<file path="src/source/cpu_defines.svh">
`ifndef CPU_DEFINES_SVH
`define CPU_DEFINES_SVH

// datapath
`define CPU_XLEN 32

// register file
`define CPU_REG_ADDR_W 5
`define CPU_REG_COUNT 32

// instruction memory, in words
`define CPU_IMEM_DEPTH 64
`define CPU_IMEM_ADDR_W 6

// program count
`define CPU_PC_STEP 4
`define CPU_RESET_PC 0

`endif

</file>
<file path="src/source/cpu_isa_pkg.sv">
`include "cpu_defines.svh"

package cpu_isa_pkg;

    typedef logic [`CPU_XLEN-1:0] word_t;
    typedef logic [`CPU_REG_ADDR_W-1:0] reg_addr_t;
    typedef logic [`CPU_XLEN-1:0] pc_t; // byte address
    typedef logic [`CPU_IMEM_ADDR_W-1:0] imem_addr_t; // word index

    // major opcodes kept by this core
    typedef enum logic [6:0] {
        OPC_OP     = 7'b0110011,
        OPC_OP_IMM = 7'b0010011,
        OPC_LUI    = 7'b0110111,
        OPC_JAL    = 7'b1101111,
        OPC_BRANCH = 7'b1100011,
        OPC_SYSTEM = 7'b1110011
    } opcode_e;

    // funct3 of the arithmetic groups
    typedef enum logic [2:0] {
        F3_ADD = 3'b000, // add, sub, addi
        F3_SLT = 3'b010,
        F3_XOR = 3'b100,
        F3_OR  = 3'b110,
        F3_AND = 3'b111
    } funct3_e;

    typedef enum logic [2:0] {
        ALU_ADD    = 3'd0,
        ALU_SUB    = 3'd1,
        ALU_AND    = 3'd2,
        ALU_OR     = 3'd3,
        ALU_XOR    = 3'd4,
        ALU_SLT    = 3'd5,
        ALU_PASS_B = 3'd6
    } alu_op_e;

endpackage

</file>
<file path="src/source/register_file.sv">
`timescale 1ns/1ps
`include "cpu_defines.svh"

module register_file (
    input  logic                   clk,
    input  logic                   rst,
    input  cpu_isa_pkg::reg_addr_t rs1_addr,
    input  cpu_isa_pkg::reg_addr_t rs2_addr,
    output cpu_isa_pkg::word_t     rs1_data,
    output cpu_isa_pkg::word_t     rs2_data,
    input  logic                   wr_en,
    input  cpu_isa_pkg::reg_addr_t wr_addr,
    input  cpu_isa_pkg::word_t     wr_data
);

    cpu_isa_pkg::word_t regs [`CPU_REG_COUNT];

    always_ff @(posedge clk) begin
        if (!rst) begin
            regs <= '{default: '0};
        end else if (wr_en && wr_addr != '0) begin
            regs[wr_addr] <= wr_data;
        end
    end

    assign rs1_data = regs[rs1_addr];
    assign rs2_data = regs[rs2_addr];

    // x0 reads zero on both ports
    a_x0_zero : assert property (
        @(posedge clk) disable iff (!rst)
        (rs1_addr != '0 || rs1_data == '0) && (rs2_addr != '0 || rs2_data == '0)
    );

endmodule

</file>
<file path="config.mk">
export PLATFORM = sky130hd
export DESIGN_NAME = register_file
export DESIGN_NICKNAME = d
export VERILOG_FILES = /design/src/source/cpu_isa_pkg.sv /design/src/source/register_file.sv
export VERILOG_INCLUDE_DIRS = /design/src /design/src/source
export SDC_FILE = /design/constraint.sdc
export NUM_CORES = 2
export LEC_CHECK = 0
export ABC_CLOCK_PERIOD_IN_PS = 2200
export BUFFER_PORTS_ARGS = -buffer_cell sky130_fd_sc_hd__buf_2
export CELL_PAD_IN_SITES_DETAIL_PLACEMENT = 0
export CELL_PAD_IN_SITES_GLOBAL_PLACEMENT = 1
export CORE_ASPECT_RATIO = 1.1
export CORE_MARGIN = 1
export CORE_UTILIZATION = 45
export CTS_BUF_LIST = sky130_fd_sc_hd__clkbuf_2
export DETAILED_ROUTE_END_ITERATION = 8
export GPL_ROUTABILITY_DRIVEN = 0
export GPL_TIMING_DRIVEN = 0
export PLACE_DENSITY = 0.76
export SLEW_MARGIN = 20
export SYNTH_ARGS = -nofsm -noshare
export SYNTH_HDL_FRONTEND = slang
export SYNTH_SLANG_ARGS = --single-unit
</file>
<file path="constraint.sdc">
create_clock -name clk -period 2.2 [get_ports clk]
set_clock_uncertainty 0.2 [all_clocks]
set_input_delay 0.44 -clock clk [delete_from_list [all_inputs] [get_ports clk]]
set_output_delay 0.44 -clock clk [all_outputs]
set_load 0.02 [all_outputs]
</file>
==> Implementation_results.wiki <==
{| class="wikitable"
! Metric !! Value
|-
| Outcome || finished, violations left
|-
| Violated checks || hold timing, setup timing
|-
| Number of port buffers || 110
|-
| Count of routing violations after the opening detailed-route iteration || 5,686
|-
| H-Tree Level Count || 5
|-
| RSZ-0062 raised after global routing || yes
|-
| Root buffer cell || sky130_fd_sc_hd__clkbuf_2
|-
| Share of Yosys cell area claimed by the top area cell type || 37.24%
|-
| Die outline width || 335.5 um
|-
| Min cycle time layout || 4.037 ns
|-
| Ratio of cells with drive above 1 in the final layout || 15.80%
|-
| Critical Path Slowest Stage Cell || sky130_fd_sc_hd__clkbuf_1
|-
| Mean routed wirelength per cell || 27.18 um
|-
| Number of nets in the finished design || 7,476
|-
| Floorplan die area || 123,700 um2
|-
| Count of max-cap constraint violations || 0
|-
| Final worst-path setup slack || -1.837 ns
|-
| Largest net degree at the start of global routing || 17
|-
| CTS tree || done
|-
| Final-report hold violation count || 1
|-
| Total setup violations reported at the end of the flow || 319
|-
| Pre-CTS setup slack || -2.129 ns
|-
| Period utilisation layout || 183.5%
|-
| Register clock-pin slew on the reported worst setup and hold paths || 0.11 ns
|-
| Maximum clock frequency || 247.7 MHz
|-
| Kind of end point of the critical path || output port
|-
| Min Hold Slack || -0.02960 ns
|-
| Initial Util || 45.35%
|-
| Floorplan core area || 121,400 um2
|-
| Critical Path RT || 1.56 ns
|-
| Via/cell ratio || 5.783
|-
| Total wirelength of the detailed-routed design || 251,400 um
|-
| Std cell rows || 134
|-
| Post-Syn Instances || 6,848
|-
| Max reg flops || 1,024
|-
| HP Start || wr_addr[2]
|-
| Num Clock Sinks || 1,024
|-
| Top post-synthesis cells by area || sky130_fd_sc_hd__dfxtp_1 (37%), sky130_fd_sc_hd__mux2i_1 (19%), sky130_fd_sc_hd__nand2_1 (15%), sky130_fd_sc_hd__a21boi_0 (10%), sky130_fd_sc_hd__a21boi_1 (3.3%)
|-
| Drt drc || 0
|-
| CP top delay family || buffers and inverters
|-
| Wire length of the first global-routing pass || 351,500 um
|-
| Chain of cells forming the critical path || buf_2 -> nor2_1 -> clkbuf_1 -> clkbuf_1 -> a22oi_1 -> nand3_1 -> nand3_2 -> buf_6
|-
| Antenna-violating nets left || 0
|-
| Crit path kind || input pin to output port
|-
| Critical path peak fanout || 10
|-
| Endpoint arrival time on the critical path || 3.40 ns
|-
| Synthesis Warnings || 0
|-
| Sequential fraction of the synthesis area || 37.24%
|-
| R2R Path End || regs[3]
|-
| Startpoint class of the critical path || input pin
|-
| Drt pass-1 iters || 8
|-
| Library cells used by synthesis || 26
|-
| Number of vias after detailed routing || 53,500
|-
| Crit path largest cell delay || 0.82 ns
|-
| Top cell type by total area after synthesis || sky130_fd_sc_hd__dfxtp_1
|-
| Commonest non-fill, non-tap cell in the layout || sky130_fd_sc_hd__nand2_1
|-
| Worst reg2reg startpoint || regs[3]
|-
| Antenna violations before repair || 10
|-
| Largest registers || regs: 1024 flops
|-
| Die height || 368.8 um
|-
| Reg2reg setup slack || 0.69 ns
|-
| Max clock buf depth || 4
|-
| Slew at the pin with the worst max-slew slack || 1.301 ns
|-
| Number of buffer and inverter stages on the critical path || 4
|-
| Crit-path most repeated cell || sky130_fd_sc_hd__clkbuf_1
|-
| Area growth from synthesis to layout || 17.33%
|-
| Worst hold path type || input pin to flop
|-
| Vias in the first global route || 52,440
|-
| Instance area after placement || 58,510 um2
|-
| CTS Buf Count || 297
|-
| Relative slew margins || 13.26%
|-
| Cell Area, Synth || 55,050 um2
|-
| WHS Path Cells || 8
|-
| P per Cell Area || 602.5 nW/um2
|-
| Highest-count cells in the layout ignoring fill and taps || sky130_fd_sc_hd__nand2_1 (2,210), sky130_fd_sc_hd__mux2i_1 (1,016), sky130_fd_sc_hd__dfxtp_1 (865)
|-
| Post-Syn Nets || 6,898
|-
| LEAKAGE || 24.58 nW
|-
| Top reg by flops || regs
|-
| Post-detailed-placement half-perimeter wirelength || 197,600 um
|-
| Post-synthesis register bit count || 1,024
|-
| Design Area, Final || 64,590 um2
|-
| Slew Limit Fails || 0
|-
| Leftover overflow at the end of global routing || 0
|-
| Depth of the worst register-to-register path || 3
|-
| IO Count || 114
|-
| Clock latency reported for the late side of the worst-skew pair || 1.75 ns
|-
| Hold path endpoint || regs[480]
|-
| Average cell area after synthesis || 8.039 um2
|-
| Total track usage || 39.64%
|-
| Worst IR drop on VDD || 0.4053 mV
|}
worst reg2reg max path, delay by kind of cell, from the launching register on:
family | cells | cell delay [ns]
flops | 1 | 0.39
simple gates | 1 | 0.08
compound gates | 1 | 0.20
buf+inv | 1 | 0.59
worst max-delay path by stage:
stage	startpoint	to	slack, ns	depth (start not counted)
floorplan	rs2_addr[2]	rs2_data[0]	0.001	7
global placement	rs2_addr[0]	rs2_data[31]	-2.63	8
detailed placement	rs2_addr[2]	rs2_data[31]	-2.13	9
CTS	regs[824]	rs2_data[24]	-1.79	6
global route	regs[1014]	rs2_data[22]	-1.74	6
finish	rs1_addr[0]	rs1_data[31]	-1.84	8
stage by stage:
stage               TNS, ns  power [W]  cells  util, %
floorplan                 0    0.02224   6848        -
global route        -157.20    0.04009   9247    53.20
global placement    -804.29    0.02445   8590    48.14
detailed placement  -833.99    0.02450   8593    48.20
finish              -152.80    0.03892   9251    53.21
CTS                 -240.43    0.03868   9238    52.75
logic make-up (layout without fill, tap and decap cells):
kind of cell,after synthesis,in the layout,synth area share (%)
AO/OA/AOI/OAI,1568,1568,20.66
flip-flops,1024,1024,37.24
other,0,7,0
buffers and inverters,657,1421,4.946
multiplexers,1024,1024,18.62
AND/OR/NAND/NOR,2575,2575,18.54
layout make-up:
| class | count | area [um2] |
|---|---|---|
| Clock inverter | 47 | 181.4 |
| Multi-Input combinational cell | 5167 | 33500 |
| Clock buffer | 438 | 2192 |
| Buffer | 656 | 3274 |
| Tap cell | 1632 | 2042 |
| Sequential cell | 1024 | 20700 |
| Fill cell | 12220 | 56790 |
| Timing Repair Buffer | 280 | 2686 |
| Antenna cell | 7 | 17.52 |
synth_stat cells:
library cell and instances:
sky130_fd_sc_hd__a21boi_0 751, sky130_fd_sc_hd__nand2_2 1, sky130_fd_sc_hd__nor3_2 4, sky130_fd_sc_hd__nand3_1 197, sky130_fd_sc_hd__a22oi_1 192, sky130_fd_sc_hd__nor2b_1 8, sky130_fd_sc_hd__a31oi_1 64, sky130_fd_sc_hd__or2_2 2
sky130_fd_sc_hd__nor4_2 1, sky130_fd_sc_hd__mux2i_1 1024, sky130_fd_sc_hd__buf_1 22, sky130_fd_sc_hd__clkbuf_1 446, sky130_fd_sc_hd__nand4_1 1, sky130_fd_sc_hd__and2_1 35, sky130_fd_sc_hd__a21boi_1 241, sky130_fd_sc_hd__nand2_1 2213
sky130_fd_sc_hd__nand2b_1 9, sky130_fd_sc_hd__a22o_1 128, sky130_fd_sc_hd__nor3_1 67, sky130_fd_sc_hd__nor4_4 2, sky130_fd_sc_hd__nor2_1 34, sky130_fd_sc_hd__buf_2 181, sky130_fd_sc_hd__and2b_1 1, sky130_fd_sc_hd__a21oi_1 192
sky130_fd_sc_hd__buf_4 8, sky130_fd_sc_hd__dfxtp_1 1024
where the power goes:
part | internal (W) | total (W) | switching, W | leakage [nW]
Clock | 0.00520 | 0.0139 | 0.00872 | 1.92
Combinational | 0.00202 | 0.00623 | 0.00421 | 14.3
Sequential | 0.0187 | 0.0188 | 0.000107 | 8.34
Total | 0.0259 | 0.0389 | 0.0130 | 24.6
repair_timing:
| item | in CTS | in global routing |
|---|---|---|
| hold buffers | 156 | 9 |
| buffers inserted | 4 | 6 |
| pin swaps | 82 | 60 |
| hold endpoints to repair | 1024 | 902 |
| cloned | 0 | 0 |
| setup endpoints to repair | 64 | 893 |
| gates resized for setup | 402 | 196 |
layer usage:
metal | vias to the layer above | track usage, % | routed length [um]
met3 | 799 | 9.593 | 22860
met2 | 2641 | 62.37 | 112000
met5 | - | 0 | 346
met4 | 14 | 30.94 | 21200
met1 | 25300 | 46.19 | 95050
li1 | 24740 | - | -
(Power assumes the default switching activity.)
