File: src/source/cpu_defines.svh
`ifndef CPU_DEFINES_SVH
`define CPU_DEFINES_SVH

// datapath
`define CPU_XLEN 32

// register file
`define CPU_REG_ADDR_W 5
`define CPU_REG_COUNT 32

// instruction memory, in words
`define CPU_IMEM_DEPTH 64
`define CPU_IMEM_ADDR_W 6

// program count
`define CPU_PC_STEP 4
`define CPU_RESET_PC 0

`endif

File: src/source/cpu_isa_pkg.sv
`include "cpu_defines.svh"

package cpu_isa_pkg;

    typedef logic [`CPU_XLEN-1:0] word_t;
    typedef logic [`CPU_REG_ADDR_W-1:0] reg_addr_t;
    typedef logic [`CPU_XLEN-1:0] pc_t; // byte address
    typedef logic [`CPU_IMEM_ADDR_W-1:0] imem_addr_t; // word index

    // major opcodes kept by this core
    typedef enum logic [6:0] {
        OPC_OP     = 7'b0110011,
        OPC_OP_IMM = 7'b0010011,
        OPC_LUI    = 7'b0110111,
        OPC_JAL    = 7'b1101111,
        OPC_BRANCH = 7'b1100011,
        OPC_SYSTEM = 7'b1110011
    } opcode_e;

    // funct3 of the arithmetic groups
    typedef enum logic [2:0] {
        F3_ADD = 3'b000, // add, sub, addi
        F3_SLT = 3'b010,
        F3_XOR = 3'b100,
        F3_OR  = 3'b110,
        F3_AND = 3'b111
    } funct3_e;

    typedef enum logic [2:0] {
        ALU_ADD    = 3'd0,
        ALU_SUB    = 3'd1,
        ALU_AND    = 3'd2,
        ALU_OR     = 3'd3,
        ALU_XOR    = 3'd4,
        ALU_SLT    = 3'd5,
        ALU_PASS_B = 3'd6
    } alu_op_e;

endpackage

File: src/source/cpu_pipe_pkg.sv
package cpu_pipe_pkg;

    typedef struct packed {
        cpu_isa_pkg::pc_t   pc;
        cpu_isa_pkg::word_t instr;
    } fetch_out_t;

    typedef struct packed {
        cpu_isa_pkg::pc_t       pc;
        cpu_isa_pkg::alu_op_e   alu_op;
        cpu_isa_pkg::word_t     op_a;
        cpu_isa_pkg::word_t     op_b; // immediate for branch and jal
        cpu_isa_pkg::reg_addr_t rd;
        logic                   we;
        logic                   branch;
        logic                   beq; // branch on equal, else on not equal
        logic                   jump;
        logic                   halt;
        cpu_isa_pkg::word_t     rs2_data; // compare operand
    } decode_out_t;

    typedef struct packed {
        cpu_isa_pkg::pc_t       pc;
        cpu_isa_pkg::pc_t       next_pc;
        cpu_isa_pkg::reg_addr_t rd;
        logic                   we;
        cpu_isa_pkg::word_t     result;
        logic                   halt;
    } exec_out_t;

    // one record per finished instruction
    typedef struct packed {
        cpu_isa_pkg::pc_t       pc;
        cpu_isa_pkg::reg_addr_t rd;
        logic                   we;
        cpu_isa_pkg::word_t     data;
    } retire_t;

endpackage

File: src/source/execute_stage.sv
`timescale 1ns/1ps
`include "cpu_defines.svh"

module execute_stage (
    input  logic                      clk,
    input  logic                      rst,
    input  logic                      done_prev,
    input  cpu_pipe_pkg::decode_out_t decode_in,
    output logic                      stall,
    output logic                      done_next,
    output cpu_pipe_pkg::exec_out_t   exec_out,
    input  logic                      stall_next
);

    cpu_isa_pkg::word_t alu_y;
    cpu_isa_pkg::pc_t link_pc;
    cpu_isa_pkg::pc_t target_pc;
    logic taken;
    logic take;

    always_comb begin
        case (decode_in.alu_op)
            cpu_isa_pkg::ALU_ADD:    alu_y = decode_in.op_a + decode_in.op_b;
            cpu_isa_pkg::ALU_SUB:    alu_y = decode_in.op_a - decode_in.op_b;
            cpu_isa_pkg::ALU_AND:    alu_y = decode_in.op_a & decode_in.op_b;
            cpu_isa_pkg::ALU_OR:     alu_y = decode_in.op_a | decode_in.op_b;
            cpu_isa_pkg::ALU_XOR:    alu_y = decode_in.op_a ^ decode_in.op_b;
            cpu_isa_pkg::ALU_SLT:    alu_y = {31'b0, $signed(decode_in.op_a) < $signed(decode_in.op_b)};
            cpu_isa_pkg::ALU_PASS_B: alu_y = decode_in.op_b;
            default:                 alu_y = '0;
        endcase
    end

    assign link_pc = decode_in.pc + `CPU_PC_STEP;
    assign target_pc = decode_in.pc + decode_in.op_b; // op_b holds the b or j immediate
    assign taken = decode_in.branch
                   && ((decode_in.op_a == decode_in.rs2_data) == decode_in.beq);

    assign stall = done_next && stall_next;
    assign take = done_prev && !stall;

    always_ff @(posedge clk) begin
        if (!rst) begin
            done_next <= 1'b0;
        end else if (take) begin
            done_next <= 1'b1;
        end else if (!stall_next) begin
            done_next <= 1'b0;
        end
    end

    always_ff @(posedge clk) begin
        if (take) begin
            exec_out.pc <= decode_in.pc;
            exec_out.next_pc <= (decode_in.jump || taken) ? target_pc : link_pc;
            exec_out.rd <= decode_in.rd;
            exec_out.we <= decode_in.we;
            exec_out.result <= decode_in.jump ? link_pc : alu_y;
            exec_out.halt <= decode_in.halt;
        end
    end

endmodule

File: config.mk
export PLATFORM = sky130hd
export DESIGN_NAME = execute_stage
export DESIGN_NICKNAME = d
export VERILOG_FILES = /design/src/source/cpu_isa_pkg.sv /design/src/source/cpu_pipe_pkg.sv /design/src/source/execute_stage.sv
export VERILOG_INCLUDE_DIRS = /design/src /design/src/source
export SDC_FILE = /design/constraint.sdc
export NUM_CORES = 1
export LEC_CHECK = 0
export BUFFER_PORTS_ARGS = -buffer_cell sky130_fd_sc_hd__clkbuf_2
export CAP_MARGIN = 20
export CORE_MARGIN = 2
export CORE_UTILIZATION = 52
export CTS_BUF_LIST = sky130_fd_sc_hd__clkbuf_8
export DETAILED_ROUTE_END_ITERATION = 12
export PLACE_DENSITY = 0.79
export SLEW_MARGIN = 20
export SYNTH_ARGS = -nofsm -noshare
export SYNTH_HDL_FRONTEND = slang
export SYNTH_SLANG_ARGS = --single-unit
File: constraint.sdc
create_clock -name clk -period 5.87 [get_ports clk]
set_input_delay 0.587 -clock clk [delete_from_list [all_inputs] [get_ports clk]]
set_output_delay 0.587 -clock clk [all_outputs]
set_load 0.01 [all_outputs]
==> summary.md <==
| Metric | Value |
|---|---|
| Placed Cells incl. Taps | `1,924` |
| Switching share of power | `40.73%` |
| Area grow syn2layout | `13.42%` |
| Worst VDD drop | `0.1153 mV` |
| Vias per std cell | `6.439` |
| Prevailing post-synth register cell | `edfxtp_1` |
| Post-DRT Antenna Nets | `0` |
| Worst flop-to-flop path startpoint | `done_next$_SDFFE_PN0P_` |
| Cell with the most instances after synthesis | `ha_1` |
| P_sw | `1.000 mW` |
| Critical path buffers and inverters | `2` |
| Logic gate share of total power | `44.1%` |
| Port bufs | `249` |
| WL/cell | `22.68 µm` |
| Global-route usage over all layers | `35.23%` |
| Routed vias | `12,491` |
| Clk root buf | `clkbuf_8` |
| Worst Hold Depth | `1` |
| Hold endpoint | `exec_out[34]$_DFFE_PP_` |
| Multiplexer share of the synthesized area | `3.236%` |
| Layout cells sized above 1 | `19.58%` |
| Compound-Gate Fraction of Synth Area | `25.67%` |
| Num CTS Buffers | `9` |
| Pwr Density | `179.5 nW/µm²` |
| H-tree depth | `3` |
| Synth area leader | `edfxtp_1` |
| Setup ws final | `1.913 ns` |
| Final Max Tran Viols | `0` |
| Row cnt | `55` |
| Worst-path fanout max | `6` |
| Worst path most repeated cell | `a211oi_1` |
| XOR/XNOR share of the synthesized area | `7.250%` |
| Min Tclk post-route | `3.957 ns` |
| Core Region | `22,710 µm²` |
| Postcts setup bufs | `0` |
| Static Leakage | `6.099 nW` |
| Worst-path cell chain | `clkbuf_2 -> inv_1 -> ha_1 -> a211oi_1 -> nor3_2 -> nor3_1 -> o211ai_1 -> a31o_2 -> a2111oi_0 -> a211oi_1` |
| Largest net degree at the start of global routing | `66` |
| Detailed Place HPWL | `34,450 µm` |
| FMAX | `252.7 MHz` |
| Final Cell Area | `13,680 µm²` |
| Initial DRT Pass Iterations | `7` |
| Cell Int Power | `1.456 mW` |
| Drt total wl | `44,000 µm` |
| Share of the synthesized area in the top cell type | `25.64%` |
| Critical path class | `in -> reg` |
| Clk sinks | `104` |
| Adder-cell share of the synthesized area | `15.54%` |
| Tightest Hold Check Type | `in -> reg` |
| Cts repair resizes | `0` |
| Placed inst area | `13,500 µm²` |
| # nets final | `1,943` |
| Number of DRC markers in iteration 0 | `1,540` |
| Worst Path Required | `6.02 ns` |
| CP Launch Type | `primary input` |
| Final hold vios | `0` |
| R2r endpoint | `exec_out[50]$_DFFE_PP_` |
| Gr ovfl total | `0` |
| Slew margin rel. | `36.15%` |
| Sequential power share | `37.6%` |
| Power share of the clock group | `18.3%` |
| Synth Area in Simple Gates | `16.12%` |
| Mapped Cells | `1,441` |
| Antenna violations before repair | `0` |
| Nature of the critical path endpoint | `register` |
| FF+latch count, synth | `104` |
| Crit path DAT | `4.11 ns` |
| Ys async rst share | `0%` |
| IO Count | `250` |
| Yosys cell types | `91` |
| Hold Slack | `0.3582 ns` |
| Worst-path clk slew | `0.13 ns` |
| Yosys warning count | `0` |
| Hold_sp | `decode_in[37]` |
| Number of remaining DRC errors | `0` |
| Clock Skew | `0.01946 ns` |
| CP max-delay cell | `nor3_1` |
| Final Setup Violations | `0` |
| Reg-to-reg slack, setup | `4.07 ns` |
| Post-synthesis sequential area ratio | `25.81%` |
| Non-filler instance count after layout | `1,940` |
| Initial Utilization | `53.12%` |
| Maximum clock path buffer count | `2` |
| Outcome | `complete, no violations` |
| CTS Hold Bufs | `0` |
| Setup TNS | `0 ns` |
| EDFF count, synth | `103` |
| Leading post-synthesis cells by cell area | `edfxtp_1 26%, ha_1 15%, a21oi_1 5.0%` |
| Die height | `156.3 µm` |
| DP Worst Slack | `1.696 ns` |
| Tcrit/Tclk final | `67.41%` |
| RSZ-0062 raised after global routing | `no` |
| Syn Area/Cell | `8.371 µm²` |
| Vias in the first global route | `11,284` |
| R2R cell count | `3` |
| Cell family with most CP delay | `compound AO/OA/AOI/OAI gates` |
| Synthesized area | `12,060 µm²` |
| CTS tree | `yes` |
| Largest family of logic cells by synthesized area | `compound AO/OA/AOI/OAI gates` |
| Die ar. | `24,430 µm²` |
| Syn_nets | `1,734` |
| Slowest stage delay, CP | `0.67 ns` |
| First-pass GRT wire length | `65,730 µm` |
| Worst skew pair latency | `0.41 ns` |
| Commonest cells post-synth | `145 x ha_1, 121 x a21oi_1, 114 x inv_1, 114 x nor2_1, 104 x nand2_1` |
| Total of max-cap violations | `0` |
| Chip width | `156.3 µm` |
| GPL Wtd Cong | `1.030` |
| Worst-margin pin slew | `0.9548 ns` |
| # diodes | `0` |
| Crit path from | `decode_in[43]` |
flip-flops by register name (all words and copies together), names as in the netlist:
signal	cells
done_next	1
exec_out	103
layout make-up:
| cell class | instances | area [µm²] |
|---|---|---|
| Sequential cell | 104 | 3113 |
| Clock inverter | 7 | 57.56 |
| Multi-Input combinational cell | 1151 | 8208 |
| Fill cell | 2093 | 9027 |
| Tap cell | 285 | 356.6 |
| Clock buffer | 9 | 123.9 |
| Timing Repair Buffer | 267 | 1381 |
| Inverter | 117 | 441.7 |
layer usage:
metal / track usage (%) / wire length, µm
met1: 52.60 / 19130
met2: 52.46 / 18640
met3: 4.902 / 4974
met4: 11.01 / 1260
met5: 0 / 0
worst max path at each step:
| stage | to | slack, ns | cells after the start |
|---|---|---|---|
| finish | exec_out[22]$_DFFE_PP_ | 1.91 | 10 |
| global route | exec_out[22]$_DFFE_PP_ | 1.85 | 10 |
| global placement | exec_out[26]$_DFFE_PP_ | 1.71 | 12 |
| detailed placement | exec_out[22]$_DFFE_PP_ | 1.70 | 10 |
| CTS | exec_out[22]$_DFFE_PP_ | 2.12 | 10 |
| floorplan | exec_out[0]$_DFFE_PP_ | 1.94 | 2 |
cells by family (layout without fill, tap and decap cells):
family,after synthesis,count (layout)
adder cells (fa/ha/maj),148,148
AO/OA/AOI/OAI,469,469
buffers and inverters,186,400
multiplexers,38,38
XOR/XNOR,99,99
AND/OR/NAND/NOR,397,397
flip-flops,104,104
stage by stage:
step           util [%]  power (mW)
2_1_floorplan         -       1.617
3_3_place_gp      59.45       1.979
3_5_place_dp      59.45       1.990
4_1_cts           60.25       2.427
5_1_grt           60.25       2.573
6_report          60.25       2.456
power groups by stage:
stage | registers, mW | clock network, mW | logic (mW)
3_5_place_dp | 0.940 | 0 | 1.05
4_1_cts | 0.923 | 0.449 | 1.06
6_report | 0.923 | 0.450 | 1.08
2_1_floorplan | 0.972 | 0 | 0.645
5_1_grt | 0.928 | 0.474 | 1.17
3_3_place_gp | 0.938 | 0 | 1.04
worst register-to-register path, delay by kind of cell (launching register included):
family | cells | cell delay (ns)
AND/OR/NAND/NOR | 2 | 0.38
flip-flops | 1 | 0.33
buffers and inverters | 1 | 0.67
cells in the final DEF, fill, tap and decap left out, types with 8 or more instances in the layout:
| cell type | Yosys | layout |
|---|---|---|
| nor4_1 | 8 | 8 |
| a21o_1 | 24 | 24 |
| a211oi_1 | 22 | 22 |
| o22ai_1 | 26 | 26 |
| ha_1 | 145 | 145 |
| o21ai_0 | 100 | 100 |
| inv_1 | 114 | 115 |
| edfxtp_1 | 103 | 103 |
| clkbuf_8 | 1 | 9 |
| a221oi_1 | 16 | 16 |
| o31ai_1 | 10 | 10 |
| nand2b_1 | 11 | 11 |
| nor2_1 | 114 | 113 |
| a31oi_1 | 13 | 12 |
| and3_1 | 12 | 12 |
| a21oi_1 | 121 | 120 |
| nand3_1 | 35 | 35 |
| nor3_1 | 34 | 34 |
| xor2_1 | 60 | 60 |
| o21bai_1 | 13 | 13 |
| xnor2_1 | 38 | 38 |
| or3_1 | 8 | 8 |
| o211ai_1 | 16 | 16 |
| clkbuf_2 | 1 | 249 |
| o21a_1 | 14 | 14 |
| a2111oi_0 | 9 | 9 |
| buf_4 | 1 | 18 |
| mux2_2 | 8 | 8 |
| nor2b_1 | 12 | 11 |
| mux2i_1 | 30 | 30 |
| nand4_1 | 17 | 17 |
| nand2_1 | 104 | 104 |
Note: power is estimated with default switching activity, not from simulation.
