`config.mk`:
```
export PLATFORM = sky130hd
export DESIGN_NAME = writeback_stage
export DESIGN_NICKNAME = d
export VERILOG_FILES = /design/src/source/cpu_isa_pkg.sv /design/src/source/cpu_pipe_pkg.sv /design/src/source/writeback_stage.sv
export VERILOG_INCLUDE_DIRS = /design/src /design/src/source
export SDC_FILE = /design/constraint.sdc
export NUM_CORES = 1
export LEC_CHECK = 0
export BUFFER_PORTS_ARGS = -buffer_cell sky130_fd_sc_hd__buf_2
export CAP_MARGIN = 20
export CORE_ASPECT_RATIO = 0.9
export CORE_MARGIN = 4
export CORE_UTILIZATION = 40
export CTS_BUF_LIST = sky130_fd_sc_hd__clkbuf_8
export DETAILED_ROUTE_END_ITERATION = 10
export PLACE_DENSITY = 0.79
export SETUP_SLACK_MARGIN = 0.05
export SYNTH_ARGS = -nofsm -noshare
export SYNTH_HDL_FRONTEND = slang
export SYNTH_SLANG_ARGS = --single-unit
```
`constraint.sdc`:
```
create_clock -name clk -period 18.05 [get_ports clk]
set_clock_uncertainty 0.05 [all_clocks]
set_input_delay 4.5125 -clock clk [delete_from_list [all_inputs] [get_ports clk]]
set_output_delay 4.5125 -clock clk [all_outputs]
set_load 0.05 [all_outputs]
```
`src/source/cpu_defines.svh`:
```
`ifndef CPU_DEFINES_SVH
`define CPU_DEFINES_SVH

// datapath
`define CPU_XLEN 32

// register file
`define CPU_REG_ADDR_W 5
`define CPU_REG_COUNT 32

// instruction memory, in words
`define CPU_IMEM_DEPTH 64
`define CPU_IMEM_ADDR_W 6

// program count
`define CPU_PC_STEP 4
`define CPU_RESET_PC 0

`endif

```
`src/source/cpu_isa_pkg.sv`:
```
`include "cpu_defines.svh"

package cpu_isa_pkg;

    typedef logic [`CPU_XLEN-1:0] word_t;
    typedef logic [`CPU_REG_ADDR_W-1:0] reg_addr_t;
    typedef logic [`CPU_XLEN-1:0] pc_t; // byte address
    typedef logic [`CPU_IMEM_ADDR_W-1:0] imem_addr_t; // word index

    // major opcodes kept by this core
    typedef enum logic [6:0] {
        OPC_OP     = 7'b0110011,
        OPC_OP_IMM = 7'b0010011,
        OPC_LUI    = 7'b0110111,
        OPC_JAL    = 7'b1101111,
        OPC_BRANCH = 7'b1100011,
        OPC_SYSTEM = 7'b1110011
    } opcode_e;

    // funct3 of the arithmetic groups
    typedef enum logic [2:0] {
        F3_ADD = 3'b000, // add, sub, addi
        F3_SLT = 3'b010,
        F3_XOR = 3'b100,
        F3_OR  = 3'b110,
        F3_AND = 3'b111
    } funct3_e;

    typedef enum logic [2:0] {
        ALU_ADD    = 3'd0,
        ALU_SUB    = 3'd1,
        ALU_AND    = 3'd2,
        ALU_OR     = 3'd3,
        ALU_XOR    = 3'd4,
        ALU_SLT    = 3'd5,
        ALU_PASS_B = 3'd6
    } alu_op_e;

endpackage

```
`src/source/cpu_pipe_pkg.sv`:
```
package cpu_pipe_pkg;

    typedef struct packed {
        cpu_isa_pkg::pc_t   pc;
        cpu_isa_pkg::word_t instr;
    } fetch_out_t;

    typedef struct packed {
        cpu_isa_pkg::pc_t       pc;
        cpu_isa_pkg::alu_op_e   alu_op;
        cpu_isa_pkg::word_t     op_a;
        cpu_isa_pkg::word_t     op_b; // immediate for branch and jal
        cpu_isa_pkg::reg_addr_t rd;
        logic                   we;
        logic                   branch;
        logic                   beq; // branch on equal, else on not equal
        logic                   jump;
        logic                   halt;
        cpu_isa_pkg::word_t     rs2_data; // compare operand
    } decode_out_t;

    typedef struct packed {
        cpu_isa_pkg::pc_t       pc;
        cpu_isa_pkg::pc_t       next_pc;
        cpu_isa_pkg::reg_addr_t rd;
        logic                   we;
        cpu_isa_pkg::word_t     result;
        logic                   halt;
    } exec_out_t;

    // one record per finished instruction
    typedef struct packed {
        cpu_isa_pkg::pc_t       pc;
        cpu_isa_pkg::reg_addr_t rd;
        logic                   we;
        cpu_isa_pkg::word_t     data;
    } retire_t;

endpackage

```
`src/source/writeback_stage.sv`:
```
`timescale 1ns/1ps

module writeback_stage (
    input  logic                    clk,
    input  logic                    rst,
    input  logic                    done_prev,
    input  cpu_pipe_pkg::exec_out_t exec_in,
    output logic                    stall,
    output logic                    wr_en,
    output cpu_isa_pkg::reg_addr_t  wr_addr,
    output cpu_isa_pkg::word_t      wr_data,
    output logic                    retire_valid,
    output cpu_pipe_pkg::retire_t   retire,
    output logic                    done_next,
    output cpu_isa_pkg::pc_t        next_pc,
    output logic                    halt,
    input  logic                    stall_next
);

    cpu_pipe_pkg::exec_out_t held;
    logic take;

    assign stall = done_next && stall_next;
    assign take = done_prev && !stall;

    always_ff @(posedge clk) begin
        if (!rst) begin
            done_next <= 1'b0;
        end else if (take) begin
            done_next <= 1'b1;
        end else if (!stall_next) begin
            done_next <= 1'b0;
        end
    end

    always_ff @(posedge clk) begin
        if (take) begin
            held <= exec_in;
        end
    end

    // register write and retire land on the edge the token goes back to the core
    assign retire_valid = done_next && !stall_next;
    assign wr_en = retire_valid && held.we && held.rd != '0;
    assign wr_addr = held.rd;
    assign wr_data = held.result;

    assign retire.pc = held.pc;
    assign retire.rd = held.rd;
    assign retire.we = held.we; // x0 writes are still reported
    assign retire.data = held.result;

    assign next_pc = held.next_pc;
    assign halt = held.halt;

    a_single_retire : assert property (
        @(posedge clk) disable iff (!rst)
        retire_valid |=> !retire_valid && !done_next
    );

endmodule

```
==> metrics.cfg, run 1 <==
[clock_network]
clk_latency_ns = 0.35
cts_root_buf = clkbuf_8
cts_tree = built
cts_resized = 0
h-tree-depth = 3
cts_setup_buffers = 0
clk_pin_slew_worst_paths_ns = 0.09
cts_max_path_buffers = 2
cts_hold_buf = 0
cts_sinks = 104
numCtsBuffers = 9

[outcome]
outcome = completed

[grt]
track_usage_pct = 15.2
grt_pass1_vias = 2207
overflow = 0
grt_pass1_wl_mm = 11.3
grt_max_degree = 63
antenna_found_initial = 1

[hold_path]
hold_start = done_next
hold_path.class = flip-flop to flip-flop
whs_path_depth = 2
min_to = done_next

[cells_and_area]
antenna_cells = 0
final_layout_size_suffix_gt1_share_pct = 70.9
final_common_cell = buf_2
ff_latch_area_mm2 = 0.00311
layout_common_cells = buf_2, edfxtp_1, clkbuf_8, inv_6
multi_input_area_um2 = 51.3
area_delta_synth_final_pct = 38.9
nets = 480
fill_cells = 671

[critical_path]
start_kind = input pin
r2r_start = done_next
cp.arrival_ns = 5.20
critPathRequiredTime_ns = 13.49
path_max_fanout = 2
crit_path_end_kind = output pin
reg2reg_depth = 4
crit_type = input pin to output pin
ff2ff_setup_slack_ns = 16.22
r2r_end = retire[47]

[drt]
num_vias = 2126
drcViolationCount = 0
via_per_inst = 4.31
antenna_left = 0
wl_per_cell_um = 16.5
drt_first_pass_iters = 4
wl_mm = 8.14
drtIter0Drc = 43

[floorplan]
io-pin-count = 251
core_mm2 = 0.00822
placementRows = 31
die_h_um = 95.9
die_w_um = 106
initial_core_util_pct = 41.8
die_area_mm2 = 0.0101

[sta]
drv_slew = 0
rsz0062_at_grt = false
period_minus_slack_ns = 9.77
slew_headroom_pct = 63.2
hold_ws_ns = 0.662
setup_violations = 0
setup_tns_ns = 0
worstMarginPinSlew_ns = 0.552
period_share_pct = 54.1
finalHoldViolations = 0
fmax_mhz = 102

[synth]
syn_avg_cell_area_um2 = 23.4
netlist_instances = 147
synth.yosys.seq_area_share_pct = 90.6
syn-num-nets = 254
ys_ff_latch = 104
synthDistinctLibCells = 8
yosysWarnings = 0
netlist_area_mm2 = 0.00343

[power]
p_leak_nw = 2.13
totalPowerFinal_uw = 519
ir_drop_v = 0.0000646
power_density_mw_per_mm2 = 109

[place]
portBuffers = 250
gp_congestion = 0.727

[flow_run]
maxCapViolCount = 0

sequential cells by signal (all words and copies together) (netlist names):
name / count
wr_data: 32
halt: 1
done_next: 1
retire: 33
wr_addr: 5
next_pc: 32
layer usage:
metal	share of wire [%]	vias up	track usage, %	wire (µm)
li1	-	973	-	-
met1	32	991	13.7	2580
met2	53	145	27.4	4340
met3	13	15	9.05	1050
met4	1.9	2	6.90	157
met5	0.16	-	0	13
cell families after synthesis:
| group | after synthesis | synth area share (%) |
|---|---|---|
| AOI/OAI and AO/OA | 2 | 0.510 |
| and+or+nand+nor | 4 | 0.765 |
| DFF | 104 | 90.6 |
| buffers and inverters | 37 | 8.09 |
layout make-up:
cell class / instances / share of cell area (%)
Sequential cell: 104 / 65.3
Timing Repair Buffer: 252 / 27.0
Tap cell: 115 / 3.02
Clock buffer: 9 / 2.60
Multi-Input combinational cell: 6 / 1.08
Clock inverter: 7 / 1.08
worst max-delay path, stage by stage:
cell and delay (ns):
buf_2 0.10, nor2b_1 0.17, o211a_1 0.17, buf_2 0.25
worst max-delay path by stage:
stage               start  endpoint  cells after the start
3_5_place_dp   stall_next     wr_en                      4
2_1_floorplan  stall_next     wr_en                      2
6_report       stall_next     wr_en                      4
5_1_grt        stall_next     wr_en                      4
3_3_place_gp   stall_next     wr_en                      4
4_1_cts        stall_next     wr_en                      4
Yosys cell counts, drive strengths merged:
| cell type | instances | area (µm²) |
|---|---|---|
| edfxtp | 103 | 3090 |
| or4 | 1 | 7.51 |
| buf | 37 | 278 |
| dfxtp | 1 | 20.0 |
| o211a | 1 | 10.0 |
| nor2b | 2 | 12.5 |
| o21a | 1 | 7.51 |
| and2 | 1 | 6.26 |
power breakdown:
part / leakage [nW] / switching [mW] / internal [mW]
combinational: 1.03 / 0.0817 / 0.0213
clock: 0.0922 / 0.0778 / 0.0514
sequential: 1.00 / 0.00437 / 0.282
total: 2.13 / 0.164 / 0.355
stage by stage:
| step | cell area, µm² | worst slack (ns) | cells | utilization (%) |
|---|---|---|---|---|
| final | 4770 | 8.28 | 493 | 58.0 |
| after global routing | 4770 | 8.25 | 493 | 58.0 |
| after CTS | 4770 | 8.29 | 493 | 58.0 |
| after detailed placement | 4590 | 8.29 | 477 | 55.9 |
| after global placement | 4570 | 8.35 | 476 | 55.5 |
| after floorplan | 3430 | 7.71 | 147 | - |
Power figures use the tool's default switching activity.
==> run 2: changes to the inputs <==
==> constraint.sdc (replaced) <==
create_clock -name clk -period 9.6 [get_ports clk]
set_clock_uncertainty 0.05 [all_clocks]
set_input_delay 2.4 -clock clk [delete_from_list [all_inputs] [get_ports clk]]
set_output_delay 2.4 -clock clk [all_outputs]
set_load 0.05 [all_outputs]
==> run 2 against run 1 <==
Cell count decreased by 0.20%. Design area shrank 0.16%. Clock power rose by 84%. Critical endpoint unchanged. Largest cell class unchanged. Highest routed layer unchanged.
==> metrics.cfg, run 2 (synthesized netlist as in run 1, its figures left out) <==
[outcome]
outcome = completed

[clock_network]
cts_sinks = 104
cts_resized = 0
cts_tree = built
cts_max_path_buffers = 2
clk_latency_ns = 0.35
cts_setup_buffers = 0
h-tree-depth = 3
cts_hold_buf = 0
numCtsBuffers = 9
clk_pin_slew_worst_paths_ns = 0.09
cts_root_buf = clkbuf_8

[critical_path]
worst_path_max_delay_cell = buf_2
timing.critical_path.mode_cell = buf_2
cpPeakStageDelay_ns = 0.25
crit_chain = buf_2 > nor2b_1 > o211a_1 > buf_2
crit_type = input pin to output pin
ff2ff_setup_slack_ns = 7.79
path_max_fanout = 2
crit_path_end_kind = output pin
reg2reg_depth = 4
critPathRequiredTime_ns = 7.15
start_kind = input pin
cp.arrival_ns = 3.07

[floorplan]
die_area_mm2 = 0.0101
placementRows = 31
die_h_um = 95.9
initial_core_util_pct = 41.8
die_w_um = 106
io-pin-count = 251
core_mm2 = 0.00822

[cells_and_area]
final_core_util_pct = 57.9
final_common_cell = buf_2
nets = 480
antenna_cells = 0
design_area_mm2 = 0.00476
layout_common_cells = buf_2, edfxtp_1, clkbuf_8, inv_6
fill_cells = 686
area_delta_synth_final_pct = 38.7
final_layout_size_suffix_gt1_share_pct = 70.8
largest_register_ff_count = 33
layout.cells.non_filler = 492

[place]
gp_congestion = 0.723
portBuffers = 250
place_inst = 477
placed_area_mm2 = 0.00459
dpl_worst_slack_ns = 4.09

[sta]
period_minus_slack_ns = 5.52
hold_ws_ns = 0.660
period_share_pct = 57.5
setup_tns_ns = 0
rsz0062_at_grt = false
worstMarginPinSlew_ns = 0.473
finalHoldViolations = 0
fin_ws_ns = 4.08
slew_headroom_pct = 68.5
setup_violations = 0
fmax_mhz = 181
drv_slew = 0

[power]
ir_drop_v = 0.000120
totalPowerFinal_uw = 970
p_leak_nw = 2.12
power_density_mw_per_mm2 = 204

[drt]
num_vias = 2142
via_per_inst = 4.35
drcViolationCount = 0
wl_mm = 8.08
drtIter0Drc = 75
wl_per_cell_um = 16.4
antenna_left = 0
drt_first_pass_iters = 4

[grt]
track_usage_pct = 15.2
grt_pass1_wl_mm = 11.4
overflow = 0
antenna_found_initial = 1
grt_max_degree = 69
grt_pass1_vias = 2203

[hold_path]
whs_path_depth = 2
hold_path.class = flip-flop to flip-flop

[flow_run]
maxCapViolCount = 0

## run 2: layout make-up
cell class	count	area, µm²	share of cell area, %
Tap cell	115	144	3.02
Sequential cell	104	3110	65.4
Timing Repair Buffer	252	1290	27.0
Clock inverter	6	43.8	0.920
Multi-Input combinational cell	6	51.3	1.08
Clock buffer	9	124	2.60
## run 2: critical path, delay by kind of cell
kind | cells | cell delay [ns]
AOI/OAI and AO/OA | 1 | 0.16
and+or+nand+nor | 1 | 0.15
buffers and inverters | 2 | 0.35
## run 2: report_power, final
part	internal, mW	total, mW	leakage (nW)	switching (mW)
logic	0.0400	0.193	1.03	0.153
registers	0.531	0.539	1.00	0.00826
clock network	0.0949	0.238	0.0879	0.143
total	0.665	0.970	2.12	0.305
## run 2: path summary, 6_finish.rpt
kind,end,startpoint
max,wr_en,stall_next
min,done_next,done_next
max reg2reg,retire[47],done_next
min reg2reg,done_next,done_next
## run 2: metal layers
layer | up-vias | GRT usage [%] | part of all wire, %
met3 | 10 | 10.1 | 14
met1 | 1021 | 14.0 | 30
met2 | 141 | 27.8 | 54
met4 | 2 | 3.88 | 1.1
met5 | - | 0 | 0.099
li1 | 968 | - | -
