--- src/source/cpu_defines.svh ---
`ifndef CPU_DEFINES_SVH
`define CPU_DEFINES_SVH

// datapath
`define CPU_XLEN 32

// register file
`define CPU_REG_ADDR_W 5
`define CPU_REG_COUNT 32

// instruction memory, in words
`define CPU_IMEM_DEPTH 64
`define CPU_IMEM_ADDR_W 6

// program count
`define CPU_PC_STEP 4
`define CPU_RESET_PC 0

`endif

--- src/source/cpu_isa_pkg.sv ---
`include "cpu_defines.svh"

package cpu_isa_pkg;

    typedef logic [`CPU_XLEN-1:0] word_t;
    typedef logic [`CPU_REG_ADDR_W-1:0] reg_addr_t;
    typedef logic [`CPU_XLEN-1:0] pc_t; // byte address
    typedef logic [`CPU_IMEM_ADDR_W-1:0] imem_addr_t; // word index

    // major opcodes kept by this core
    typedef enum logic [6:0] {
        OPC_OP     = 7'b0110011,
        OPC_OP_IMM = 7'b0010011,
        OPC_LUI    = 7'b0110111,
        OPC_JAL    = 7'b1101111,
        OPC_BRANCH = 7'b1100011,
        OPC_SYSTEM = 7'b1110011
    } opcode_e;

    // funct3 of the arithmetic groups
    typedef enum logic [2:0] {
        F3_ADD = 3'b000, // add, sub, addi
        F3_SLT = 3'b010,
        F3_XOR = 3'b100,
        F3_OR  = 3'b110,
        F3_AND = 3'b111
    } funct3_e;

    typedef enum logic [2:0] {
        ALU_ADD    = 3'd0,
        ALU_SUB    = 3'd1,
        ALU_AND    = 3'd2,
        ALU_OR     = 3'd3,
        ALU_XOR    = 3'd4,
        ALU_SLT    = 3'd5,
        ALU_PASS_B = 3'd6
    } alu_op_e;

endpackage

--- src/source/cpu_pipe_pkg.sv ---
package cpu_pipe_pkg;

    typedef struct packed {
        cpu_isa_pkg::pc_t   pc;
        cpu_isa_pkg::word_t instr;
    } fetch_out_t;

    typedef struct packed {
        cpu_isa_pkg::pc_t       pc;
        cpu_isa_pkg::alu_op_e   alu_op;
        cpu_isa_pkg::word_t     op_a;
        cpu_isa_pkg::word_t     op_b; // immediate for branch and jal
        cpu_isa_pkg::reg_addr_t rd;
        logic                   we;
        logic                   branch;
        logic                   beq; // branch on equal, else on not equal
        logic                   jump;
        logic                   halt;
        cpu_isa_pkg::word_t     rs2_data; // compare operand
    } decode_out_t;

    typedef struct packed {
        cpu_isa_pkg::pc_t       pc;
        cpu_isa_pkg::pc_t       next_pc;
        cpu_isa_pkg::reg_addr_t rd;
        logic                   we;
        cpu_isa_pkg::word_t     result;
        logic                   halt;
    } exec_out_t;

    // one record per finished instruction
    typedef struct packed {
        cpu_isa_pkg::pc_t       pc;
        cpu_isa_pkg::reg_addr_t rd;
        logic                   we;
        cpu_isa_pkg::word_t     data;
    } retire_t;

endpackage

--- src/source/decode_stage.sv ---
`timescale 1ns/1ps

module decode_stage (
    input  logic                      clk,
    input  logic                      rst,
    input  logic                      done_prev,
    input  cpu_pipe_pkg::fetch_out_t  fetch_in,
    output logic                      stall,
    output cpu_isa_pkg::reg_addr_t    rs1_addr,
    output cpu_isa_pkg::reg_addr_t    rs2_addr,
    input  cpu_isa_pkg::word_t        rs1_data,
    input  cpu_isa_pkg::word_t        rs2_data,
    output logic                      done_next,
    output cpu_pipe_pkg::decode_out_t decode_out,
    input  logic                      stall_next
);

    cpu_isa_pkg::word_t instr;
    cpu_isa_pkg::opcode_e opcode;
    cpu_isa_pkg::funct3_e funct3;
    cpu_isa_pkg::word_t imm_i;
    cpu_isa_pkg::word_t imm_b;
    cpu_isa_pkg::word_t imm_j;
    cpu_isa_pkg::word_t imm_u;
    cpu_pipe_pkg::decode_out_t dec;
    logic take;

    assign instr = fetch_in.instr;
    assign opcode = cpu_isa_pkg::opcode_e'(instr[6:0]);
    assign funct3 = cpu_isa_pkg::funct3_e'(instr[14:12]);
    assign rs1_addr = instr[19:15];
    assign rs2_addr = instr[24:20];

    assign imm_i = {{20{instr[31]}}, instr[31:20]};
    assign imm_b = {{19{instr[31]}}, instr[31], instr[7], instr[30:25], instr[11:8], 1'b0};
    assign imm_j = {{11{instr[31]}}, instr[31], instr[19:12], instr[20], instr[30:21], 1'b0};
    assign imm_u = {instr[31:12], 12'b0};

    always_comb begin
        dec = '0;
        dec.pc = fetch_in.pc;
        dec.rd = instr[11:7];
        dec.rs2_data = rs2_data;
        dec.op_a = rs1_data;
        dec.alu_op = cpu_isa_pkg::ALU_ADD;
        case (opcode)
            cpu_isa_pkg::OPC_OP, cpu_isa_pkg::OPC_OP_IMM: begin
                dec.we = 1'b1;
                dec.op_b = (opcode == cpu_isa_pkg::OPC_OP) ? rs2_data : imm_i;
                case (funct3)
                    cpu_isa_pkg::F3_ADD: dec.alu_op = (opcode == cpu_isa_pkg::OPC_OP && instr[30])
                                                      ? cpu_isa_pkg::ALU_SUB : cpu_isa_pkg::ALU_ADD;
                    cpu_isa_pkg::F3_SLT: dec.alu_op = cpu_isa_pkg::ALU_SLT;
                    cpu_isa_pkg::F3_XOR: dec.alu_op = cpu_isa_pkg::ALU_XOR;
                    cpu_isa_pkg::F3_OR:  dec.alu_op = cpu_isa_pkg::ALU_OR;
                    cpu_isa_pkg::F3_AND: dec.alu_op = cpu_isa_pkg::ALU_AND;
                    default:             dec.we = 1'b0; // unsupported funct3
                endcase
            end
            cpu_isa_pkg::OPC_LUI: begin
                dec.we = 1'b1;
                dec.op_a = '0;
                dec.op_b = imm_u;
            end
            cpu_isa_pkg::OPC_JAL: begin
                dec.we = 1'b1;
                dec.jump = 1'b1;
                dec.op_a = fetch_in.pc;
                dec.op_b = imm_j;
                dec.alu_op = cpu_isa_pkg::ALU_PASS_B; // link replaces the alu result
            end
            cpu_isa_pkg::OPC_BRANCH: begin
                dec.branch = 1'b1;
                dec.beq = !instr[12];
                dec.op_b = imm_b;
            end
            cpu_isa_pkg::OPC_SYSTEM: dec.halt = 1'b1; // ecall
            default: dec.we = 1'b0; // unknown opcode retires as a no-op
        endcase
    end

    assign stall = done_next && stall_next;
    assign take = done_prev && !stall;

    always_ff @(posedge clk) begin
        if (!rst) begin
            done_next <= 1'b0;
        end else if (take) begin
            done_next <= 1'b1;
        end else if (!stall_next) begin
            done_next <= 1'b0;
        end
    end

    always_ff @(posedge clk) begin
        if (take) begin
            decode_out <= dec;
        end
    end

    a_idle_after_reset : assert property (
        @(posedge clk)
        !rst |=> !done_next
    );

endmodule

--- config.mk ---
export PLATFORM = sky130hd
export DESIGN_NAME = decode_stage
export DESIGN_NICKNAME = d
export VERILOG_FILES = /design/src/source/cpu_isa_pkg.sv /design/src/source/cpu_pipe_pkg.sv /design/src/source/decode_stage.sv
export VERILOG_INCLUDE_DIRS = /design/src /design/src/source
export SDC_FILE = /design/constraint.sdc
export NUM_CORES = 1
export LEC_CHECK = 0
export BUFFER_PORTS_ARGS = -buffer_cell sky130_fd_sc_hd__buf_4
export CAP_MARGIN = 20
export CORE_AREA = 2 2 110 112
export CTS_BUF_LIST = sky130_fd_sc_hd__clkbuf_16
export CTS_CLUSTER_DIAMETER = 100
export DETAILED_ROUTE_END_ITERATION = 6
export DIE_AREA = 0 0 112 114
export GPL_TIMING_DRIVEN = 1
export PLACE_DENSITY = 0.84
export SLEW_MARGIN = 10
export SYNTH_ARGS = -nofsm -noshare
export SYNTH_HDL_FRONTEND = slang
export SYNTH_SLANG_ARGS = --single-unit
--- constraint.sdc ---
create_clock -name clk -period 12.2 [get_ports clk]
set_clock_uncertainty 0.2 [all_clocks]
set_input_delay 0.61 -clock clk [delete_from_list [all_inputs] [get_ports clk]]
set_output_delay 0.61 -clock clk [all_outputs]
set_load 0.03 [all_outputs]
==> flow_summary.toml, run 1 <==
[route]
via_count = 4123
drtPass1Iterations = 5
ant_nets = 0
dr.first_iter.drc_count = 264
vias_per_cell = 5.512
drc = 0
wl_um = 15860
routedWlPerCell_um = 21.20

[sta]
timing.final.max_slew_violations = 0
rsz0062_at_grt = "no"
fin_crit_sh = 0.1796
holdWs_ns = 0.1847
period_minus_slack_ns = 2.191
maxSlewHeadroom = 0.3142
layout_setup_ws_ns = 10.01
tightest_slew_ns = 1.029
timing.fmax_mhz = 456.5
tns_ns = 0
setup_viol = 0
hold_violations = 0

[floorplan]
start_util = 0.4751
num_io_pins = 285
row_count = 40
fp.dieH_um = 114
die-area_um2 = 12770
core_area_um2 = 11710
die_w_um = 112

[setup_path]
cp_num_buf_inv = 2
rr_startpoint = "done_next"
worstReg2RegEnd = "decode_out[127]"
crit_cells = 5
slowest_delay_ns = 0.55
cp-end-kind = "flop"
critical_path.endpoint = "decode_out[82]"
critPathKind = "primary input to flop"
path_delay_family = "buffers and inverters"
cpMaxStageDelayCell = "inv_2"
critPathLaunch = "fetch_in[4]"
path_max_fanout = 39
regToRegSetupSlack_ns = 10.17
crit_path_cell_trace = "buf_4, and3b_1, nand2_2, inv_2, a22o_1"
startpoint_type = "primary input"
rr_worst_depth = 3
crit_arrival_ns = 2.26
required_ns = 12.27

[clock_tree]
cts_buffer_depth = 2
cts-root-buf = "clkbuf_16"
htree_num_levels = 4
post_cts_buffers = 0
cts_tree = "built"
cts_buffers = 17
clk_pin_slew_ns = 0.06
numClockSinks = 142
worstSkewPairLatency_ns = 0.41
cts_resized = 0
cts-hold-fix-buffers = 0

[yosys]
yosysSeqAreaShare = 0.7646
synthCells = 312
synth.distinct_cells = 38
netlist.area_leader.share = 0.7610
ys_dominant_reg_cell = "edfxtp_1"
synth_top_cell_by_area = "edfxtp_1"
synth_nets = 444
synth_common_cells = "141 x edfxtp_1, 32 x a22o_1, 23 x nand3_1, 14 x a221o_1, 14 x buf_4"
synth_edf_count = 141
yosysMostFrequentCell = "edfxtp_1"
ys_warn_count = 0
synth.area.top_cells = "edfxtp_1 76%, a22o_1 5.0%, a221o_1 2.5%, nand3_1 2.1%, buf_4 1.9%"
synth_area_um2 = 5564
synth-async-reset-ratio = 0
synth-seq-cells = 142
syn_area_per_cell_um2 = 17.83

[cells_and_area]
layout-drive-gt1-share = 0.5441
antenna_cells = 0
area_growth_pct = 48.46
fin_cells = 748
nets = 721

[status]
status = "finished, final reports clean"

[grt]
grt_max_degree = 83
grt_antenna_before_repair = 0
overflow = 0
grt_pass1_vias = 3968
grt_pass1_wl_um = 22860
track_usage = 0.2389

[job]
max_cap_violations = 0

[place]
hpwl_um = 11620
placed_cells = 716
gp_congestion = 0.8677
pre_cts_ws_ns = 9.547
portBuffers = 284

[hold_path]
hold_class = "primary input to flop"

[power_and_ir_drop]
p_leak_nw = 3.629
powerDensity_nw_per_um2 = 150.2
fin_total_pwr_mw = 1.240
ir_drop_mv = 0.08502
through the flow:
stage	utilization	cell area [um^2]
floorplan	-	5564
global placement	0.6567	7691
detailed placement	0.6567	7691
CTS	0.7041	8245
global route	0.7053	8260
finish	0.7053	8260
per-layer routing:
metal | routed length (um) | vias to the layer above | global-route usage
met4 | 282 | 0 | 0.07398
met3 | 1302 | 18 | 0.07226
met1 | 5606 | 2020 | 0.2811
li1 | - | 1842 | -
met5 | 0 | - | 0
met2 | 8667 | 243 | 0.4246
cell usage in the layout (no fill, tap or decap), drive strengths merged, types with 2 or more instances in the layout:
cell type,n
o211ai,2
o211a,8
o21ai,2
inv,4
nand2,3
edfxtp,141
and2,4
a22o,32
nand3b,2
a221o,14
nand4,11
nor3b,2
mux2i,6
buf,289
a22oi,5
clkinvlp,3
nand3,23
and3b,3
and4,2
nor2b,2
clkinv,8
o22ai,5
bufinv,2
clkbuf,17
worst register-to-register path, stage by stage, from the launching register on:
cell and delay (ns):
dfxtp_1 0.31, and2_1 0.18, nor2b_4 0.12, buf_4 0.75
how the worst min path moves through the flow:
stage | start | end | slack, ns | depth (start not counted)
2_1_floorplan | rs2_data[0] | decode_out[0] | 0.51 | 0
3_3_place_gp | done_next | done_next | 0.45 | 2
3_5_place_dp | done_next | done_next | 0.49 | 2
4_1_cts | fetch_in[7] | decode_out[37] | 0.17 | 1
5_1_grt | fetch_in[53] | decode_out[130] | 0.17 | 1
6_report | rs2_data[0] | decode_out[0] | 0.18 | 1
sequential cells by signal (all words and copies together) (netlist names):
register    flops
decode_out    141
done_next       1
layout make-up:
type                       instances  area (um^2)
inverter                           3        11.26
clock inverter                    14        128.9
timing repair buffer             289         2177
fill                             784         3451
multi-input combinational        136         1080
tap                              147        183.9
clock buffer                      17        425.4
sequential                       142         4254
cells by family after synthesis:
logic type	after synthesis	synth area share
AOI/OAI and AO/OA	72	0.1158
muxes	6	0.01079
DFF	142	0.7646
buffers and inverters	34	0.04272
and+or+nand+nor	57	0.06454
xor gates and xnor gates	1	0.001574
report_power, final:
group / leakage [nW] / switching [mW] / internal [mW]
clock: 0.273 / 0.189 / 0.296
sequential: 1.38 / 0.00874 / 0.570
combinational: 1.97 / 0.106 / 0.0710
Power figures use the tool's default switching activity.
==> inputs of run 2 (changes only) <==
Settings changed: CORE_AREA 2 2 110 112 to not set, CORE_UTILIZATION set to 41, DIE_AREA 0 0 112 114 to not set, PLACE_DENSITY 0.84 to 0.76.
Clock period 12.2 ns to 2 ns, I/O delays scaled along.
==> flow_summary.toml, run 2 (synthesis gave the netlist of run 1 again) <==
[cells_and_area]
largest_register_ffs = 141
regMostFlops = "decode_out"
n_fill_cell = 827
fin_cells = 908
layout-drive-gt1-share = 0.4563
nets = 851
fin_util = 0.7338
reg.largest.list = "decode_out x141, done_next x1"
antenna_cells = 0
final_cell_mix = "288 x buf_4, 141 x edfxtp_1, 127 x dlygate4sd3_1"
regArea_um2 = 4258
area_growth_pct = 74.66
final_common_cell = "buf_4"
multi_input_area_um2 = 1084

[grt]
grt_antenna_before_repair = 0
grt_pass1_wl_um = 28410
track_usage = 0.2711
grt_pass1_vias = 4985
overflow = 0
grt_max_degree = 85

[route]
dr.first_iter.drc_count = 457
drc = 0
ant_nets = 0
wl_um = 18940
routedWlPerCell_um = 20.86
vias_per_cell = 5.265
drtPass1Iterations = 5
via_count = 4781

[place]
hpwl_um = 11330
placed_cells = 749
pre_cts_ws_ns = 0.2183
gp_congestion = 0.8275
portBuffers = 284

[setup_path]
crit_path_frequent_cell = "buf_4"
slowest_delay_ns = 0.54
crit_path_cell_trace = "dlygate4sd3_1, buf_4, and3b_1, o211ai_2, buf_4, a22o_1"
cpMaxStageDelayCell = "dlygate4sd3_1"
rr_startpoint = "done_next"
crit_arrival_ns = 1.92
cp-end-kind = "flop"
rr_worst_depth = 3
regToRegSetupSlack_ns = 0.32
cp_num_buf_inv = 3
critPathKind = "primary input to flop"
worstReg2RegEnd = "decode_out[104]"
path_delay_family = "buffers and inverters"
path_max_fanout = 32
startpoint_type = "primary input"
required_ns = 2.07

[hold_path]
whs_path_depth = 3
hold_path_end = "decode_out[15]"
worstHoldStart = "done_prev"
hold_class = "primary input to flop"

[clock_tree]
htree_num_levels = 4
cts-root-buf = "clkbuf_16"
clk_pin_slew_ns = 0.07
numClockSinks = 142
cts_buffers = 17
cts_tree = "built"
cts_buffer_depth = 2
worstSkewPairLatency_ns = 0.41

[sta]
rsz0062_at_grt = "no"
fin_crit_sh = 0.9273
period_minus_slack_ns = 1.855
timing.fmax_mhz = 539.2
maxSlewHeadroom = 0.5758
timing.final.max_slew_violations = 0
holdWs_ns = 0.1270
setup_viol = 0
layout_setup_ws_ns = 0.1455
hold_violations = 0
tightest_slew_ns = 0.6335

[floorplan]
core_area_um2 = 13240
start_util = 0.4202
num_io_pins = 285
row_count = 42
fp.dieH_um = 118.5
die-area_um2 = 14040
die_w_um = 118.5

[status]
status = "finished, final reports clean"

[power_and_ir_drop]
p_leak_nw = 4.231
ir_drop_mv = 0.5184
powerDensity_nw_per_um2 = 853.5

[job]
max_cap_violations = 0
[run 2: cell types whose count changed in the layout (fill, tap and decap cells not counted), sizes merged]
cell,change
dlygate4sd3,+127
inv,+7
clkinv,-5
buf,+3
clkinvlp,-3
bufinv,+2
[run 2: layout make-up]
class / instances / share of cell area
inverters: 3 / 0.001159
repair buffers: 419 / 0.3615
clock inverters: 15 / 0.02124
flip-flops and latches: 142 / 0.4381
clock buffers: 17 / 0.04377
well taps: 176 / 0.02266
multi-input cells: 136 / 0.1115
[run 2: how the worst max path moves through the flow]
stage,from,end,slack (ns),cells after the start
after global placement,fetch_in[4],decode_out[77],0.28,6
after floorplan,done_next,decode_out[0],-1.30,2
final,fetch_in[6],decode_out[105],0.15,6
after CTS,fetch_in[4],decode_out[84],0.10,7
after global routing,fetch_in[4],decode_out[82],0.09,7
after detailed placement,fetch_in[4],decode_out[68],0.22,4
[run 2: worst reg2reg max path: cells and delay by family, from the launching register on]
| family | cells | cell delay [ns] |
|---|---|---|
| simple gates | 2 | 0.34 |
| flops | 1 | 0.34 |
| buf+inv | 1 | 0.37 |
[run 2: report_power, final]
part	switching (mW)	internal, mW
registers	0.0601	3.47
clock network	1.33	2.11
logic	0.715	0.607
[run 2: timing repair]
action | in CTS | in global routing
endpoints found under the setup margin | 0 | 43
hold buffers | 127 | 0
hold endpoints to repair | 140 | 0
setup buffers | 0 | 0
gates resized for setup | 0 | 1
[run 2: per-stage QoR]
stage / TNS, ns / instance area (um^2) / power, mW
detailed placement: 0 / 7814 / 4.678
CTS: 0 / 9717 / 8.249
finish: 0 / 9718 / 8.295
floorplan: -183.46 / 5578 / 4.125
global route: 0 / 9718 / 8.492
global placement: 0 / 7814 / 4.653
[run 2: routing by layer]
metal / GRT usage / routed length, um / up-vias
li1: - / - / 2102
met1: 0.2961 / 6793 / 2376
met2: 0.4989 / 10390 / 273
met3: 0.07288 / 1327 / 30
met4: 0.1028 / 433 / 0
met5: 0 / 0 / -
